## src/soc_bus_pkg.sv

```systemverilog
// SoC bus package
// Address map, Wishbone widths and the vector types shared by the interconnect

`default_nettype none

package soc_bus_pkg;

  localparam int unsigned AddrWidth = 32;
  localparam int unsigned DataWidth = 64;
  localparam int unsigned SelWidth  = DataWidth / 8;

  typedef logic [AddrWidth-1:0] addr_t;
  typedef logic [DataWidth-1:0] data_t;
  typedef logic [SelWidth-1:0]  sel_t;

  // Memory map
  localparam addr_t DramBase   = 32'h8000_0000;
  localparam addr_t DramLength = 32'h4000_0000;
  localparam addr_t UartBase   = 32'hC000_0000;
  localparam addr_t UartLength = 32'h0000_1000;
  localparam addr_t CtrlBase   = 32'hD000_0000;
  localparam addr_t CtrlLength = 32'h0000_1000;

  // L2 geometry
  localparam int unsigned L2NumWords   = 1024;
  localparam int unsigned L2IdxWidth   = $clog2(L2NumWords);
  localparam int unsigned ByteOffWidth = $clog2(SelWidth);

  localparam int unsigned ApbAddrWidth = 32;
  localparam int unsigned ApbDataWidth = 32;

  typedef logic [ApbDataWidth-1:0] apb_data_t;

  typedef enum logic [1:0] {
    SlaveL2,
    SlaveUart,
    SlaveCtrl,
    SlaveNone
  } slave_e;

  // Byte-lane merge of a write into an existing word
  function automatic data_t merge_bytes(data_t old_word, data_t new_word, sel_t sel);
    data_t merged;
    merged = old_word;
    for (int b = 0; b < SelWidth; b++) begin
      if (sel[b]) begin
        merged[b*8 +: 8] = new_word[b*8 +: 8];
      end
    end
    return merged;
  endfunction

endpackage

`default_nettype wire

```

## src/soc_wb_if.sv

```systemverilog
// Wishbone classic bus
// One crossbar-to-slave link with master and slave views

`timescale 1ns/1ps
`default_nettype none

interface soc_wb_if;

  logic               cyc;
  logic               stb;
  logic               we;
  soc_bus_pkg::addr_t adr;
  soc_bus_pkg::data_t dat_w;
  soc_bus_pkg::sel_t  sel;
  soc_bus_pkg::data_t dat_r;
  logic               ack;
  logic               err;

  modport master (
    output cyc, stb, we, adr, dat_w, sel,
    input  dat_r, ack, err
  );

  modport slave (
    input  cyc, stb, we, adr, dat_w, sel,
    output dat_r, ack, err
  );

endinterface

`default_nettype wire

```

## src/soc_xbar.sv

```systemverilog
// SoC crossbar
// Round-robin arbitration of the core and vector requesters onto one bus,
// address decode to L2, UART or control registers, error on unmapped space

`timescale 1ns/1ps
`default_nettype none

module soc_xbar (
  input  logic               clk_i,
  input  logic               rst_n_i,
  input  logic               core_cyc_i,
  input  logic               core_stb_i,
  input  logic               core_we_i,
  input  soc_bus_pkg::addr_t core_adr_i,
  input  soc_bus_pkg::data_t core_dat_i,
  input  soc_bus_pkg::sel_t  core_sel_i,
  output soc_bus_pkg::data_t core_dat_o,
  output logic               core_ack_o,
  output logic               core_err_o,
  input  logic               vec_cyc_i,
  input  logic               vec_stb_i,
  input  logic               vec_we_i,
  input  soc_bus_pkg::addr_t vec_adr_i,
  input  soc_bus_pkg::data_t vec_dat_i,
  input  soc_bus_pkg::sel_t  vec_sel_i,
  output soc_bus_pkg::data_t vec_dat_o,
  output logic               vec_ack_o,
  output logic               vec_err_o,
  soc_wb_if.master           l2_bus,
  soc_wb_if.master           uart_bus,
  soc_wb_if.master           ctrl_bus
);

  logic                gnt_core_q;
  logic                gnt_core_d;
  logic                gnt_vec_q;
  logic                gnt_vec_d;
  logic                last_core_q;
  logic                last_core_d;
  logic                core_req;
  logic                vec_req;
  logic                hold;
  logic                act_stb;
  logic                act_we;
  soc_bus_pkg::addr_t  act_adr;
  soc_bus_pkg::data_t  act_dat;
  soc_bus_pkg::sel_t   act_sel;
  soc_bus_pkg::slave_e target;
  logic                unmapped_err_q;
  soc_bus_pkg::data_t  resp_dat;
  logic                resp_ack;
  logic                resp_err;

  //////////////////////////////////////////////////
  // Arbiter
  //////////////////////////////////////////////////

  assign core_req = core_cyc_i & core_stb_i;
  assign vec_req  = vec_cyc_i & vec_stb_i;
  assign hold     = (gnt_core_q & core_cyc_i) | (gnt_vec_q & vec_cyc_i);

  always_comb begin
    gnt_core_d  = gnt_core_q;
    gnt_vec_d   = gnt_vec_q;
    last_core_d = last_core_q;
    if (!hold) begin
      // Vector side wins a tie only when the core was served last
      gnt_core_d = core_req & (~vec_req | ~last_core_q);
      gnt_vec_d  = vec_req & (~core_req | last_core_q);
      if (gnt_core_d || gnt_vec_d) begin
        last_core_d = gnt_core_d;
      end
    end
  end

  always_ff @(posedge clk_i or negedge rst_n_i) begin
    if (!rst_n_i) begin
      gnt_core_q     <= 1'b0;
      gnt_vec_q      <= 1'b0;
      last_core_q    <= 1'b0;
      unmapped_err_q <= 1'b0;
    end else begin
      gnt_core_q     <= gnt_core_d;
      gnt_vec_q      <= gnt_vec_d;
      last_core_q    <= last_core_d;
      unmapped_err_q <= act_stb & (target == soc_bus_pkg::SlaveNone) & ~unmapped_err_q;
    end
  end

  //////////////////////////////////////////////////
  // Decode and routing
  //////////////////////////////////////////////////

  assign act_stb = hold & (gnt_vec_q ? vec_stb_i : core_stb_i);
  assign act_we  = gnt_vec_q ? vec_we_i  : core_we_i;
  assign act_adr = gnt_vec_q ? vec_adr_i : core_adr_i;
  assign act_dat = gnt_vec_q ? vec_dat_i : core_dat_i;
  assign act_sel = gnt_vec_q ? vec_sel_i : core_sel_i;

  always_comb begin
    target = soc_bus_pkg::SlaveNone;
    if (act_adr >= soc_bus_pkg::DramBase &&
        act_adr < soc_bus_pkg::DramBase + soc_bus_pkg::DramLength) begin
      target = soc_bus_pkg::SlaveL2;
    end else if (act_adr >= soc_bus_pkg::UartBase &&
                 act_adr < soc_bus_pkg::UartBase + soc_bus_pkg::UartLength) begin
      target = soc_bus_pkg::SlaveUart;
    end else if (act_adr >= soc_bus_pkg::CtrlBase &&
                 act_adr < soc_bus_pkg::CtrlBase + soc_bus_pkg::CtrlLength) begin
      target = soc_bus_pkg::SlaveCtrl;
    end
  end

  assign l2_bus.cyc   = hold & (target == soc_bus_pkg::SlaveL2);
  assign l2_bus.stb   = act_stb & (target == soc_bus_pkg::SlaveL2);
  assign l2_bus.we    = act_we;
  assign l2_bus.adr   = act_adr;
  assign l2_bus.dat_w = act_dat;
  assign l2_bus.sel   = act_sel;

  assign uart_bus.cyc   = hold & (target == soc_bus_pkg::SlaveUart);
  assign uart_bus.stb   = act_stb & (target == soc_bus_pkg::SlaveUart);
  assign uart_bus.we    = act_we;
  assign uart_bus.adr   = act_adr;
  assign uart_bus.dat_w = act_dat;
  assign uart_bus.sel   = act_sel;

  assign ctrl_bus.cyc   = hold & (target == soc_bus_pkg::SlaveCtrl);
  assign ctrl_bus.stb   = act_stb & (target == soc_bus_pkg::SlaveCtrl);
  assign ctrl_bus.we    = act_we;
  assign ctrl_bus.adr   = act_adr;
  assign ctrl_bus.dat_w = act_dat;
  assign ctrl_bus.sel   = act_sel;

  always_comb begin
    resp_dat = '0;
    resp_ack = 1'b0;
    resp_err = 1'b0;
    case (target)
      soc_bus_pkg::SlaveL2: begin
        resp_dat = l2_bus.dat_r;
        resp_ack = l2_bus.ack;
        resp_err = l2_bus.err;
      end
      soc_bus_pkg::SlaveUart: begin
        resp_dat = uart_bus.dat_r;
        resp_ack = uart_bus.ack;
        resp_err = uart_bus.err;
      end
      soc_bus_pkg::SlaveCtrl: begin
        resp_dat = ctrl_bus.dat_r;
        resp_ack = ctrl_bus.ack;
        resp_err = ctrl_bus.err;
      end
      default: begin
        resp_err = unmapped_err_q;
      end
    endcase
  end

  assign core_dat_o = gnt_core_q ? resp_dat : '0;
  assign core_ack_o = gnt_core_q & resp_ack;
  assign core_err_o = gnt_core_q & resp_err;
  assign vec_dat_o  = gnt_vec_q ? resp_dat : '0;
  assign vec_ack_o  = gnt_vec_q & resp_ack;
  assign vec_err_o  = gnt_vec_q & resp_err;

  a_one_grant: assert property (@(posedge clk_i) disable iff (!rst_n_i)
    !(gnt_core_q && gnt_vec_q));

  // A slave answer must never land on an idle requester
  a_ack_needs_cyc: assert property (@(posedge clk_i) disable iff (!rst_n_i)
    (core_ack_o -> core_cyc_i) && (vec_ack_o -> vec_cyc_i));

endmodule

`default_nettype wire

```

## src/flat_wrapper.sv

```systemverilog
// flat-port wrapper written by rule: the top's interface ports become plain ports
module soc_xbar_flat 
  (clk_i, rst_n_i, core_cyc_i, core_stb_i, core_we_i, core_adr_i, core_dat_i, core_sel_i, core_dat_o, core_ack_o, core_err_o, vec_cyc_i, vec_stb_i, vec_we_i, vec_adr_i, vec_dat_i, vec_sel_i, vec_dat_o, vec_ack_o, vec_err_o, l2_bus_cyc, l2_bus_stb, l2_bus_we, l2_bus_adr, l2_bus_dat_w, l2_bus_sel, l2_bus_dat_r, l2_bus_ack, l2_bus_err, uart_bus_cyc, uart_bus_stb, uart_bus_we, uart_bus_adr, uart_bus_dat_w, uart_bus_sel, uart_bus_dat_r, uart_bus_ack, uart_bus_err, ctrl_bus_cyc, ctrl_bus_stb, ctrl_bus_we, ctrl_bus_adr, ctrl_bus_dat_w, ctrl_bus_sel, ctrl_bus_dat_r, ctrl_bus_ack, ctrl_bus_err);
  soc_wb_if l2_bus_i ();
  soc_wb_if uart_bus_i ();
  soc_wb_if ctrl_bus_i ();
  input  logic clk_i;
  input  logic rst_n_i;
  input  logic core_cyc_i;
  input  logic core_stb_i;
  input  logic core_we_i;
  input  soc_bus_pkg::addr_t core_adr_i;
  input  soc_bus_pkg::data_t core_dat_i;
  input  soc_bus_pkg::sel_t core_sel_i;
  output soc_bus_pkg::data_t core_dat_o;
  output logic core_ack_o;
  output logic core_err_o;
  input  logic vec_cyc_i;
  input  logic vec_stb_i;
  input  logic vec_we_i;
  input  soc_bus_pkg::addr_t vec_adr_i;
  input  soc_bus_pkg::data_t vec_dat_i;
  input  soc_bus_pkg::sel_t vec_sel_i;
  output soc_bus_pkg::data_t vec_dat_o;
  output logic vec_ack_o;
  output logic vec_err_o;
  output wire logic [$bits(l2_bus_i.cyc)-1:0] l2_bus_cyc;
  output wire logic [$bits(l2_bus_i.stb)-1:0] l2_bus_stb;
  output wire logic [$bits(l2_bus_i.we)-1:0] l2_bus_we;
  output wire logic [$bits(l2_bus_i.adr)-1:0] l2_bus_adr;
  output wire logic [$bits(l2_bus_i.dat_w)-1:0] l2_bus_dat_w;
  output wire logic [$bits(l2_bus_i.sel)-1:0] l2_bus_sel;
  input wire logic [$bits(l2_bus_i.dat_r)-1:0] l2_bus_dat_r;
  input wire logic [$bits(l2_bus_i.ack)-1:0] l2_bus_ack;
  input wire logic [$bits(l2_bus_i.err)-1:0] l2_bus_err;
  output wire logic [$bits(uart_bus_i.cyc)-1:0] uart_bus_cyc;
  output wire logic [$bits(uart_bus_i.stb)-1:0] uart_bus_stb;
  output wire logic [$bits(uart_bus_i.we)-1:0] uart_bus_we;
  output wire logic [$bits(uart_bus_i.adr)-1:0] uart_bus_adr;
  output wire logic [$bits(uart_bus_i.dat_w)-1:0] uart_bus_dat_w;
  output wire logic [$bits(uart_bus_i.sel)-1:0] uart_bus_sel;
  input wire logic [$bits(uart_bus_i.dat_r)-1:0] uart_bus_dat_r;
  input wire logic [$bits(uart_bus_i.ack)-1:0] uart_bus_ack;
  input wire logic [$bits(uart_bus_i.err)-1:0] uart_bus_err;
  output wire logic [$bits(ctrl_bus_i.cyc)-1:0] ctrl_bus_cyc;
  output wire logic [$bits(ctrl_bus_i.stb)-1:0] ctrl_bus_stb;
  output wire logic [$bits(ctrl_bus_i.we)-1:0] ctrl_bus_we;
  output wire logic [$bits(ctrl_bus_i.adr)-1:0] ctrl_bus_adr;
  output wire logic [$bits(ctrl_bus_i.dat_w)-1:0] ctrl_bus_dat_w;
  output wire logic [$bits(ctrl_bus_i.sel)-1:0] ctrl_bus_sel;
  input wire logic [$bits(ctrl_bus_i.dat_r)-1:0] ctrl_bus_dat_r;
  input wire logic [$bits(ctrl_bus_i.ack)-1:0] ctrl_bus_ack;
  input wire logic [$bits(ctrl_bus_i.err)-1:0] ctrl_bus_err;
  assign l2_bus_cyc = l2_bus_i.cyc;
  assign l2_bus_stb = l2_bus_i.stb;
  assign l2_bus_we = l2_bus_i.we;
  assign l2_bus_adr = l2_bus_i.adr;
  assign l2_bus_dat_w = l2_bus_i.dat_w;
  assign l2_bus_sel = l2_bus_i.sel;
  assign l2_bus_i.dat_r = l2_bus_dat_r;
  assign l2_bus_i.ack = l2_bus_ack;
  assign l2_bus_i.err = l2_bus_err;
  assign uart_bus_cyc = uart_bus_i.cyc;
  assign uart_bus_stb = uart_bus_i.stb;
  assign uart_bus_we = uart_bus_i.we;
  assign uart_bus_adr = uart_bus_i.adr;
  assign uart_bus_dat_w = uart_bus_i.dat_w;
  assign uart_bus_sel = uart_bus_i.sel;
  assign uart_bus_i.dat_r = uart_bus_dat_r;
  assign uart_bus_i.ack = uart_bus_ack;
  assign uart_bus_i.err = uart_bus_err;
  assign ctrl_bus_cyc = ctrl_bus_i.cyc;
  assign ctrl_bus_stb = ctrl_bus_i.stb;
  assign ctrl_bus_we = ctrl_bus_i.we;
  assign ctrl_bus_adr = ctrl_bus_i.adr;
  assign ctrl_bus_dat_w = ctrl_bus_i.dat_w;
  assign ctrl_bus_sel = ctrl_bus_i.sel;
  assign ctrl_bus_i.dat_r = ctrl_bus_dat_r;
  assign ctrl_bus_i.ack = ctrl_bus_ack;
  assign ctrl_bus_i.err = ctrl_bus_err;
  soc_xbar u_core (.clk_i(clk_i), .rst_n_i(rst_n_i), .core_cyc_i(core_cyc_i), .core_stb_i(core_stb_i), .core_we_i(core_we_i), .core_adr_i(core_adr_i), .core_dat_i(core_dat_i), .core_sel_i(core_sel_i), .core_dat_o(core_dat_o), .core_ack_o(core_ack_o), .core_err_o(core_err_o), .vec_cyc_i(vec_cyc_i), .vec_stb_i(vec_stb_i), .vec_we_i(vec_we_i), .vec_adr_i(vec_adr_i), .vec_dat_i(vec_dat_i), .vec_sel_i(vec_sel_i), .vec_dat_o(vec_dat_o), .vec_ack_o(vec_ack_o), .vec_err_o(vec_err_o), .l2_bus(l2_bus_i), .uart_bus(uart_bus_i), .ctrl_bus(ctrl_bus_i));
endmodule
```

## config.mk

```make
export PLATFORM = sky130hd
export DESIGN_NAME = soc_xbar_flat
export DESIGN_NICKNAME = d
export VERILOG_FILES = /design/src/soc_bus_pkg.sv /design/src/soc_wb_if.sv /design/src/soc_xbar.sv /design/src/flat_wrapper.sv
export SDC_FILE = /design/constraint.sdc
export NUM_CORES = 1
export LEC_CHECK = 0
export BUFFER_PORTS_ARGS = -buffer_cell sky130_fd_sc_hd__buf_2
export CAP_MARGIN = 20
export CORE_AREA = 2 2 341 343
export DETAILED_ROUTE_END_ITERATION = 7
export DIE_AREA = 0 0 343 345
export HOLD_SLACK_MARGIN = 0.15
export SYNTH_ARGS = -nofsm -noshare
export SYNTH_HDL_FRONTEND = slang
export SYNTH_SLANG_ARGS = --single-unit
```

## constraint.sdc

```tcl
create_clock -name clk_i -period 2.45 [get_ports clk_i]
set_input_delay 0.1225 -clock clk_i [delete_from_list [all_inputs] [get_ports clk_i]]
set_output_delay 0.1225 -clock clk_i [all_outputs]
set_load 0.005 [all_outputs]
```

## Yosys cells after proc, flatten, opt, wreduce, memory -nomap -nowiden

Cells that the tools add are included.

- Bits in registers: 4
- Bits of input ports: 414
- Output and inout bits: 453
- Logic and storage cells: 59

- Order comparisons: 6
- Equality and inequality tests: 3
- Multiplexer cells: 13
- Bitwise operators: 27
- Reduce and logical (&&, ||, !) cells: 6

Operators with widths:

| cell | number |
|---|---|
| 2-to-1 mux 64 bit | 3 |
| one-hot mux 64 bit (3 select lines) | 1 |
| greater-or-equal comparator 32 bit, second input constant | 3 |
| less-than comparator 32 bit, second input constant | 3 |
| 2-to-1 mux 32 bit | 1 |
| AND 1 bit | 19 |
| 2-to-1 mux 8 bit | 1 |
| one-hot mux 1 bit (3 select lines) | 2 |
| inverter 1 bit | 5 |
| == test 2 bit, second input constant | 2 |
| 2-to-1 mux 2 bit | 2 |
| logical AND 1 bit | 3 |
| 2-to-1 mux 1 bit | 3 |
| bitwise OR 1 bit | 3 |
| == test 2 x 1 -> 1 bit, second input constant | 1 |
| logical NOT 2 bit | 1 |
| AND reduction 2 bit | 1 |
| logical OR 1 bit | 1 |

## Logic depth before layout (Yosys ltp)

Gate-level depths: netlist of run 1.

- Depth after elaboration: 9
- Mapped depth: 9
- Mapped depth without buffers: 5

## Worst setup path before layout of run 1

Ideal clock, no wire load.

- Path kind: flip-flop to output port
- Start point: register u_core.gnt_vec_q
- End point: output port core_dat_o[47]
- Arrival: 2.548 ns
- Required time: 2.328 ns
- Slack: -0.220 ns
- Cell stages (with the launch flop): 9
- Buffers on the path: 3
- Cell sequence: dfrtp_1 > buf_4 > mux2_4 > or3b_1 > or4b_4 > buf_6 > buf_6 > o31a_1 > a211oi_1

- Word-level cells in the longest chain between the ends: 9

RTL lines:

| element | line | RTL |
|---|---|---|
| from (decl) | soc_xbar.sv:36 | `logic gnt_vec_q;` |
| from (signal assigned) | soc_xbar.sv:84 | `gnt_vec_q <= gnt_vec_d;` |
| 2-to-1 mux 32 bit * | soc_xbar.sv:96 | `assign act_adr = gnt_vec_q ? vec_adr_i : core_adr_i;` |
| net ctrl_bus_adr[14] | flat_wrapper.sv:48 | `output wire logic [$bits(ctrl_bus_i.adr)-1:0] ctrl_bus_adr;` |
| greater-or-equal comparator 32 bit / less-than comparator 32 bit (equally long branches) | soc_xbar.sv:108, soc_xbar.sv:109 |  |
| logical AND 1 bit | soc_xbar.sv:108 | `end else if (act_adr >= soc_bus_pkg::CtrlBase &&` |
| 2-to-1 mux 1 bit | soc_xbar.sv:108 |  |
| 2-to-1 mux 2 bit | soc_xbar.sv:105 | `end else if (act_adr >= soc_bus_pkg::UartBase &&` |
| 2-to-1 mux 2 bit * | soc_xbar.sv:102 | `if (act_adr >= soc_bus_pkg::DramBase &&` |
| == test 2 bit (tied with other cells) | soc_xbar.sv:139 | `case (target)` |
| one-hot mux 64 bit (3 select lines) * | soc_xbar.sv:139 |  |
| 2-to-1 mux 64 bit * | soc_xbar.sv:161 | `assign core_dat_o = gnt_core_q ? resp_dat : '0;` |
| to (decl) | flat_wrapper.sv:15 | `output soc_bus_pkg::data_t core_dat_o;` |

Mark *: on every way through the listed nets, which the timed path passes. The rest lies on a longest branch.

## Worst setup path after layout of run 1

- Start point: register u_core.gnt_vec_q
- End point: output port core_dat_o[23]

- Word-level cells in the longest chain between the ends: 9

RTL lines:

| element | line |
|---|---|
| 2-to-1 mux 32 bit * | soc_xbar.sv:96 |
| greater-or-equal comparator 32 bit / less-than comparator 32 bit (equally long branches) | soc_xbar.sv:108, soc_xbar.sv:109 |
| logical AND 1 bit | soc_xbar.sv:108 |
| 2-to-1 mux 1 bit | soc_xbar.sv:108 |
| 2-to-1 mux 2 bit | soc_xbar.sv:105 |
| 2-to-1 mux 2 bit * | soc_xbar.sv:102 |
| == test 2 bit (tied with other cells) | soc_xbar.sv:139 |
| one-hot mux 64 bit (3 select lines) * | soc_xbar.sv:139 |
| 2-to-1 mux 64 bit * | soc_xbar.sv:161 |

Mark *: on every way between the ends. The rest lies on a longest branch, timed or not.

==> results of run 1 <==
==> worst register-to-register path: stages (launching register included) <==
cell and delay, ns:
dfrtp_4 0.55, buf_6 0.15, or3_1 0.34, a221o_1 0.32, buf_4 0.14, nor4_2 0.23
buf_4 0.22, buf_6 0.13, a211oi_1 0.09, nor2b_1 0.14
==> cell families (layout without fill, tap and decap cells) <==
logic type | Yosys count | in the layout
flip-flops | 4 | 4
AO/OA/AOI/OAI | 136 | 136
buffers and inverters | 276 | 947
AND/OR/NAND/NOR | 208 | 208
multiplexers | 153 | 153
other | 0 | 26
==> worst paths after layout <==
check                      cells past startpoint  slack [ns]                    end                   from
setup / recovery                               9       -0.91         core_dat_o[23]       u_core.gnt_vec_q
hold / removal                                 2        0.19     u_core.last_core_q              vec_stb_i
setup reg to reg                               9        0.02  u_core.unmapped_err_q       u_core.gnt_vec_q
hold reg to reg                                2        0.55  u_core.unmapped_err_q  u_core.unmapped_err_q
max in group asynchronous                      2        1.93      u_core.gnt_core_q                rst_n_i
min in group asynchronous                      2        0.33       u_core.gnt_vec_q                rst_n_i
==> layout by cell type, fill, tap and decap left out, drive strengths merged, types with 4 or more instances in the layout <==
master / Yosys / routed
o31ai: 48 / 48
dfrtp: 4 / 4
o31a: 17 / 17
o211ai: 17 / 17
mux2i: 50 / 50
nor2: 6 / 6
buf: 225 / 940
mux2: 103 / 103
a211oi: 37 / 37
and2: 96 / 96
nor3: 4 / 4
diode: 0 / 26
nand2: 87 / 87
==> power by group <==
| part | leakage, nW | switching, mW | internal, mW | total [mW] |
|---|---|---|---|---|
| clock | 0.0371 | 0.0633 | 0.210 | 0.274 |
| combinational | 5.44 | 1.72 | 1.23 | 2.95 |
| sequential | 0.0480 | 0.0172 | 0.0789 | 0.0961 |
==> final cells by class <==
type,instances,area (um2)
tap,1524,1910
timing repair buffer,941,5180
multi-input combinational,497,4250
antenna,26,65.1
fill,13600,104000
inverter,3,11.3
clock buffer,3,75.1
sequential,4,105
==> repair_timing <==
item	in CTS	in global routing
pin swaps	8	0
setup buffers	1	0
hold endpoints to repair	4	0
gates resized for setup	56	17
endpoints found under the setup margin	168	149
hold buffers	1	0
==> sequential cells by signal, indices dropped and copies added (netlist names) <==
register and count:
u_core.gnt_vec_q 1, u_core.last_core_q 1, u_core.gnt_core_q 1, u_core.unmapped_err_q 1
==> metal layers <==
layer / wire, um / share of wire [%] / track usage, % / up-vias
li1: - / - / - / 3917
met1: 32900 / 35 / 16.1 / 4320
met2: 41200 / 44 / 23.9 / 764
met3: 18400 / 19 / 12.7 / 224
met4: 1140 / 1.2 / 0.695 / 138
met5: 895 / 0.95 / 0 / -
==> cells in the mapped netlist, types with 6 or more instances <==
cell type	instances	area, um2
buf_4	211	1580
mux2_2	102	1150
and2_1	96	601
nand2_1	87	327
mux2i_1	50	500
clkbuf_1	48	180
o31ai_1	48	360
a211oi_1	37	278
o211ai_1	17	128
o31a_1	17	149
buf_1	8	30.0
nor2_1	6	22.5
==> per-stage QoR <==
step | hold WS, ns | std cells | area [um2]
finish | 0.193 | 2998 | 11600
global route | 0.220 | 2977 | 11500
CTS | 0.186 | 2972 | 11400
detailed placement | -0.0299 | 2967 | 11100
global placement | -0.0387 | 2967 | 11100
floorplan | -0.173 | 777 | 5970
==> impl_metrics.csv, run 1 <==
group,metric,value,unit
outcome,status,"finished with violations",
outcome,violations,"setup timing",
yosys,ys_ff_latch,4,
routing,route.detailed.drc,0,
floorplanning,coreArea,115000,um2
final_layout,area_growth,102,%
power_and_ir_drop,cellLeakagePower,5.53,nW
final_layout,drive_gt1_share,77.9,%
global_routing,grt_pass1_vias,8833,
floorplanning,row_count,125,
final_layout,post-route-util,10.1,%
worst_setup_path,path_buf_inv,4,
yosys,syn-num-nets,1191,
yosys,synth_top_family_by_area,"buffers and inverters",
timing,relSlewSlack,55.5,%
yosys,netlist_instances,777,
clocking,clock_latency,0.24,ns
worst_setup_path,endpoint_kind,"output port",
power_and_ir_drop,power_density,287,nW/um2
timing,finalCritPeriodShare,137,%
global_routing,grtUsageTotal,15.1,%
routing,ant_nets,0,
placement,place_ws,-0.809,ns
worst_setup_path,max_stage_delay,0.55,ns
clocking,htreeDepth,1,
floorplanning,die_area,118000,um2
timing,setup_tns,-105.58,ns
timing,fin_skew,0.00969,ns
yosys,yosys.area_share.simple,18.8,%
worst_setup_path,worst_ep_required_time,2.33,ns
placement,place_congestion,0.894,
yosys,ys_types,41,
timing,tightest_slew,0.667,ns
placement,dp_hpwl,88.6,mm
global_routing,antenna_found_initial,138,
timing,clock.fmax,0.298,GHz
placement,port_buffers,866,
yosys,yosys_most_used_dff,"dfrtp_1",
routing,viasPerCell,3.12,
yosys,synth-edff-count,0,
worst_setup_path,cp_common_cell,"buf_4",
min_path,hp-class,"input pin to flip-flop",
power_and_ir_drop,total_power,3.32,mW
worst_setup_path,cp_top_family,"simple AND/OR/NAND/NOR gates",
worst_setup_path,crit_type,"flip-flop to output port",
timing,worst_slack,-0.908,ns
global_routing,grt_pass1_wl,114,mm
clocking,path_clk_slew,0.04,ns
yosys,syn_area_per_cell,7.37,um2
worst_setup_path,worst_setup_path_start_kind,"flip-flop",
routing,wl_per_cell,31.6,um
routing,vias,9363,
floorplanning,pin_count,867,
clocking,numCtsBuffers,3,
floorplanning,start_util,4.98,%
timing,finalMaxSlewViolations,0,
timing,hold_viol,0,
floorplanning,die_w,343,um
timing,rsz0062_at_grt,"yes",
final_layout,nNetsFinal,1864,
clocking,cts_tree,"done",
yosys,synthAdderAreaFrac,0,%
yosys,async_flop_share,100,%
floorplanning,fp.dieH,345,um
clocking,cts_root_buf,"clkbuf_16",
power_and_ir_drop,ir_drop,0.159,mV
worst_setup_path,crit_arrival,3.24,ns
yosys,synth_area,5730,um2
global_routing,grt_start_max_net_pins,52,
routing,drt_wl_total,94.6,mm
routing,drt_iter0_drc,774,
clocking,clockBufferDepth,2,
routing,drtPass1Iterations,7,
clocking,clock_sinks,4,
yosys,ys_seq_area_share,1.75,%
yosys,synthMuxAreaShare,29.0,%
worst_setup_path,cp_max_fo,12,
yosys,synth-xor-area-share,0,%
global_routing,grt_remaining_overflow,0,
worst_setup_path,slowest_stage,"dfrtp_4",
timing,fin_crit,3.36,ns
timing,setup_viol,148,
run,maxCapViolCount,0,
yosys,synth_compound_area_share,18.1,%
worst_setup_path,crit_chain,"buf_12 > mux2_4 > or3b_4 > or4b_4 > buf_4 > o31a_1 > buf_4 > a211oi_4 > buf_6",
yosys,synth_warnings,0,
No activity file was read; power rests on OpenSTA's default activity.
==> run 2: changes to the inputs <==
--- a/config.mk
+++ b/config.mk
@@ -5,11 +5,11 @@
 export SDC_FILE = /design/constraint.sdc
 export NUM_CORES = 1
 export LEC_CHECK = 0
-export BUFFER_PORTS_ARGS = -buffer_cell sky130_fd_sc_hd__buf_2
 export CAP_MARGIN = 20
-export CORE_AREA = 2 2 341 343
+export CORE_AREA = 2 2 342 344
 export DETAILED_ROUTE_END_ITERATION = 7
-export DIE_AREA = 0 0 343 345
+export DIE_AREA = 0 0 344 346
+export DONT_BUFFER_PORTS = 1
 export HOLD_SLACK_MARGIN = 0.15
 export SYNTH_ARGS = -nofsm -noshare
 export SYNTH_HDL_FRONTEND = slang
==> constraint.sdc (replaced) <==
create_clock -name clk_i -period 3.37 [get_ports clk_i]
set_input_delay 0.1685 -clock clk_i [delete_from_list [all_inputs] [get_ports clk_i]]
set_output_delay 0.1685 -clock clk_i [all_outputs]
set_load 0.005 [all_outputs]
==> run 2 against run 1 <==
The run still ends with setup timing left. Register-to-register slack improved by 0.78 ns. Setup slack improved by 0.76 ns. Cell count fell by 27%. Core utilization fell by 3.0 points. Via count fell by 29%. Sequential power fell by 31%.
==> impl_metrics.csv, run 2 (synthesized netlist as in run 1, its figures left out) <==
group,metric,value,unit
outcome,status,"finished with violations",
outcome,violations,"setup timing",
routing,drtPass1Iterations,7,
worst_setup_path,crit_arrival,3.35,ns
worst_setup_path,worst_r2r_path_depth,5,
global_routing,grt_start_max_net_pins,69,
placement,dp_hpwl,91.8,mm
worst_setup_path,worst_setup_path_start_kind,"flip-flop",
min_path,hold_end,"u_core.gnt_vec_q",
clocking,clock_sinks,4,
routing,drt_iter0_drc,479,
min_path,hp-class,"input pin to flip-flop",
worst_setup_path,r2r-start,"u_core.gnt_vec_q",
timing,clock.fmax,0.284,GHz
worst_setup_path,rr_endpoint,"u_core.gnt_vec_q",
floorplanning,fp.dieH,346,um
timing,tightest_slew,0.998,ns
final_layout,post-route-util,7.09,%
power_and_ir_drop,power_density,232,nW/um2
clocking,numCtsBuffers,3,
run,maxCapViolCount,0,
clocking,cts_root_buf,"clkbuf_16",
global_routing,antenna_found_initial,149,
placement,port_buffers,0,
global_routing,grt_pass1_vias,5975,
floorplanning,die_w,344,um
worst_setup_path,r2r_slack,0.80,ns
timing,setup_viol,51,
global_routing,grtUsageTotal,16.0,%
routing,vias,6694,
final_layout,fin_area,8180,um2
floorplanning,row_count,125,
final_layout,nNetsFinal,1066,
global_routing,grt_remaining_overflow,0,
global_routing,grt_pass1_wl,114,mm
routing,drt_wl_total,102,mm
final_layout,layout_commonest_cell,"mux2_2",
power_and_ir_drop,ir_drop,0.159,mV
clocking,clock_latency,0.23,ns
final_layout,drive_gt1_share,53.5,%
min_path,hold_start,"vec_cyc_i",
worst_setup_path,cp_max_fo,6,
clocking,clockBufferDepth,2,
routing,viasPerCell,3.05,
timing,worst_slack,-0.152,ns
clocking,htreeDepth,1,
worst_setup_path,worst_ep_required_time,3.20,ns
timing,hold_viol,0,
timing,relSlewSlack,33.0,%
timing,setup_tns,-2.85,ns
timing,fin_crit,3.52,ns
routing,route.detailed.drc,0,
routing,wl_per_cell,46.4,um
floorplanning,coreArea,115000,um2
timing,fin_skew,0.000844,ns
clocking,cts_tree,"done",
power_and_ir_drop,cellLeakagePower,2.43,nW
min_path,whs_path_depth,2,
worst_setup_path,crit_type,"flip-flop to output port",
worst_setup_path,endpoint_kind,"output port",
final_layout,area_growth,42.8,%
floorplanning,start_util,4.96,%
final_layout,layout_common_cells,"mux2_2 (102), nand2_1 (87), buf_4 (86)",
timing,rsz0062_at_grt,"yes",
timing,finalCritPeriodShare,105,%
floorplanning,pin_count,867,
timing,finalMaxSlewViolations,0,
routing,ant_nets,0,
placement,place_congestion,0.848,
placement,place_area,6950,um2
floorplanning,die_area,119000,um2
clocking,path_clk_slew,0.03,ns
run 2: layout make-up:
type	count	area (um2)
clock buffer	3	75.1
tap	1524	1910
timing repair buffer	143	1630
antenna	18	45.0
inverter	3	11.3
multi-input combinational	497	4410
fill	13500	107000
sequential	4	105
run 2: how the worst max path moves through the flow:
| stage | cells past startpoint | endpoint | startpoint |
|---|---|---|---|
| after floorplan | 8 | core_dat_o[47] | u_core.gnt_vec_q |
| after global placement | 8 | vec_dat_o[23] | u_core.gnt_vec_q |
| after global routing | 11 | vec_dat_o[20] | u_core.gnt_vec_q |
| after CTS | 9 | vec_dat_o[20] | u_core.gnt_vec_q |
| after detailed placement | 8 | vec_dat_o[23] | u_core.gnt_vec_q |
| final | 9 | vec_dat_o[15] | u_core.gnt_vec_q |
run 2: report_power, final:
part	internal, mW	switching, mW	leakage, nW
Sequential	0.0573	0.00908	0.0480
Combinational	0.452	1.19	2.34
Clock	0.152	0.0401	0.0371
Total	0.662	1.23	2.43
run 2: layer usage:
layer	GRT usage (%)	part of all wire [%]
met5	0	0.86
met4	1.80	2.4
met3	12.7	17
met2	26.5	45
met1	16.2	34
run 2: worst max-delay path, cell delays in order (launching register included):
cell and delay (ns):
dfrtp_4 0.51, buf_6 0.13, mux2_4 0.30, or3b_4 0.40
or4b_4 0.61, buf_12 0.17, buf_8 0.12, o31a_1 0.30
a211oi_4 0.38, buf_6 0.18
run 2: per-stage QoR:
stage | setup WS (ns) | hold slack (ns) | instances | total power [mW]
finish | -0.152 | 0.176 | 2192 | 1.90
global route | -0.164 | 0.184 | 2179 | 1.99
CTS | -0.155 | 0.170 | 2162 | 1.88
detailed placement | -0.267 | -0.126 | 2139 | 1.62
global placement | -0.266 | -0.126 | 2139 | 1.61
floorplan | 0.654 | -0.127 | 777 | 1.12
run 2: repair_timing:
action	CTS	global route
pin swaps	31	30
setup buffers	13	10
resized for setup	76	83
gates cloned	4	2
setup endpoints to repair	67	105
endpoints found under the hold margin	5	0
hold buffers	3	0
==> run 3: changes to the inputs <==
--- a/config.mk
+++ b/config.mk
@@ -11,6 +11,7 @@
 export DIE_AREA = 0 0 344 346
 export DONT_BUFFER_PORTS = 1
 export HOLD_SLACK_MARGIN = 0.15
+export RECOVER_POWER = 25
 export SYNTH_ARGS = -nofsm -noshare
 export SYNTH_HDL_FRONTEND = slang
 export SYNTH_SLANG_ARGS = --single-unit
==> run 3 against run 2 <==
The flow still finishes with violations (setup timing). Count of clock-buffer cells in the layout unchanged. Worst hold slack improved by 0.0014 ns. Flip-flop and latch count unchanged. Non-clock buffer count unchanged. Clock skew about the same. Cell count increased by 0.32%. Critical path type unchanged. Critical path depth unchanged. Die area unchanged. Setup slack got worse by 0.0071 ns. Sequential share of layout area about the same. Clock power about the same.
==> impl_metrics.csv, run 3 (synthesized netlist as in run 1, its figures left out) <==
group,metric,value,unit
outcome,status,"finished with violations",
outcome,violations,"setup timing",
timing,setup_tns,-2.96,ns
worst_setup_path,slowest_stage,"or4b_4",
worst_setup_path,worst_setup_path_start_kind,"flip-flop",
run,maxCapViolCount,0,
worst_setup_path,r2r-start,"u_core.gnt_vec_q",
power_and_ir_drop,power_frac_seq,3.5,%
routing,drtPass1Iterations,5,
power_and_ir_drop,ir_drop,0.158,mV
routing,vias,6669,
timing,tightest_slew,0.981,ns
worst_setup_path,crit_type,"flip-flop to output port",
routing,wl_per_cell,46.3,um
placement,place_ws,-0.267,ns
timing,worst_slack,-0.159,ns
min_path,hp-class,"input pin to flip-flop",
global_routing,grt_pass1_vias,5975,
final_layout,seq_area,105,um2
clocking,cts_tree,"done",
global_routing,antenna_found_initial,149,
final_layout,drive_gt1_share,53.2,%
worst_setup_path,rr_endpoint,"u_core.gnt_vec_q",
placement,dp_hpwl,91.8,mm
worst_setup_path,r2r_slack,0.81,ns
final_layout,layout_commonest_cell,"mux2_2",
clocking,cts_root_buf,"clkbuf_16",
clocking,clock_sinks,4,
floorplanning,coreArea,115000,um2
power_and_ir_drop,pwr-share-clk,10.1,%
final_layout,area_growth,43.0,%
worst_setup_path,cp_common_cell,"buf_6",
routing,route.detailed.drc,0,
clocking,numCtsBuffers,3,
worst_setup_path,crit_end,"vec_dat_o[15]",
routing,ant_nets,0,
power_and_ir_drop,switchingPower,1.24,mW
worst_setup_path,max_stage_delay,0.61,ns
timing,setup_viol,52,
floorplanning,row_count,125,
power_and_ir_drop,switching_share,65.2,%
final_layout,n_fill_cell,13500,
global_routing,grtUsageTotal,16.0,%
power_and_ir_drop,intPower,0.659,mW
timing,hold_viol,0,
final_layout,multi_input_area,4410,um2
timing,rsz0062_at_grt,"yes",
placement,port_buffers,0,
floorplanning,fp.dieH,346,um
global_routing,grt_pass1_wl,114,mm
routing,drt_wl_total,102,mm
clocking,clockBufferDepth,2,
placement,place_congestion,0.848,
worst_setup_path,worst_r2r_path_depth,5,
clocking,htreeDepth,1,
power_and_ir_drop,p_comb_share,86.3,%
worst_setup_path,endpoint_kind,"output port",
power_and_ir_drop,power_density,231,nW/um2
floorplanning,die_w,344,um
worst_setup_path,crit_chain,"buf_6 > mux2_4 > or3b_4 > or4b_4 > buf_12 > buf_8 > o31a_1 > a211oi_4 > buf_6",
worst_setup_path,worst_ep_required_time,3.20,ns
timing,fin_crit,3.53,ns
worst_setup_path,cp_max_fo,6,
timing,finalCritPeriodShare,105,%
final_layout,post-route-util,7.10,%
timing,fin_skew,0.000803,ns
routing,drt_iter0_drc,483,
timing,clock.fmax,0.283,GHz
timing,finalMaxSlewViolations,0,
power_and_ir_drop,cellLeakagePower,2.42,nW
clocking,path_clk_slew,0.03,ns
final_layout,layout_common_cells,"mux2_2 (102), nand2_1 (87), buf_4 (84)",
clocking,clock_latency,0.23,ns
global_routing,grt_start_max_net_pins,69,
routing,viasPerCell,3.03,
floorplanning,pin_count,867,
worst_setup_path,crit_arrival,3.36,ns
global_routing,grt_remaining_overflow,0,
floorplanning,start_util,4.96,%
timing,relSlewSlack,34.2,%
floorplanning,die_area,119000,um2
final_layout,nNetsFinal,1066,
worst_setup_path,startpoint,"u_core.gnt_vec_q",
run 3: per-stage QoR:
stage               instances  total power, mW  hold slack [ns]  instance area (um2)
floorplan                 777             1.12           -0.127                 5730
global placement         2139             1.61           -0.126                 6950
detailed placement       2139             1.62           -0.126                 6950
CTS                      2162             1.88            0.170                 7640
global route             2183             1.99            0.184                 8150
finish                   2199             1.89            0.177                 8190
run 3: layout make-up:
class,instances,area share (%)
multi-input combinational,497,53.8
tap,1524,23.3
timing repair buffer,143,19.8
sequential,4,1.28
clock buffer,3,0.916
antenna,25,0.764
inverter,3,0.137
run 3: worst min path at each step:
stage                               endpoint  cells past startpoint  startpoint
final                      u_core.gnt_core_q                      3   vec_cyc_i
after global routing        u_core.gnt_vec_q                      2   vec_cyc_i
after CTS                  u_core.gnt_core_q                      3   vec_cyc_i
after detailed placement  u_core.last_core_q                      0     rst_n_i
after global placement    u_core.last_core_q                      0     rst_n_i
after floorplan            u_core.gnt_core_q                      0     rst_n_i
run 3: power groups by stage:
stage                     Clock, mW  Sequential, mW  Combinational, mW
final                         0.192          0.0666               1.64
after global routing          0.193          0.0680               1.73
after CTS                     0.190          0.0664               1.62
after detailed placement          0          0.0671               1.55
after global placement            0          0.0657               1.54
after floorplan                   0          0.0622               1.06
run 3: repair_timing:
action	CTS	global route
gates resized for setup	76	83
hold buffers	3	0
setup endpoints to repair	67	105
buffers inserted	13	10
gates cloned	4	2
pin swaps	31	30
endpoints found under the hold margin	5	0
run 3: per-layer routing:
layer / vias to the layer above / global-route usage, % / part of all wire [%]
met5: - / 0 / 0.86
met4: 134 / 1.80 / 2.4
met3: 309 / 12.7 / 17
met2: 785 / 26.5 / 45
met1: 3127 / 16.2 / 34
li1: 2314 / - / -
run 3: worst max-delay path, delay by kind of cell, from the launching register on:
kind	cells	cell delay [ns]
flops	1	0.52
mux	1	0.29
buf+inv	4	0.60
simple gates	2	1.01
compound gates	2	0.69
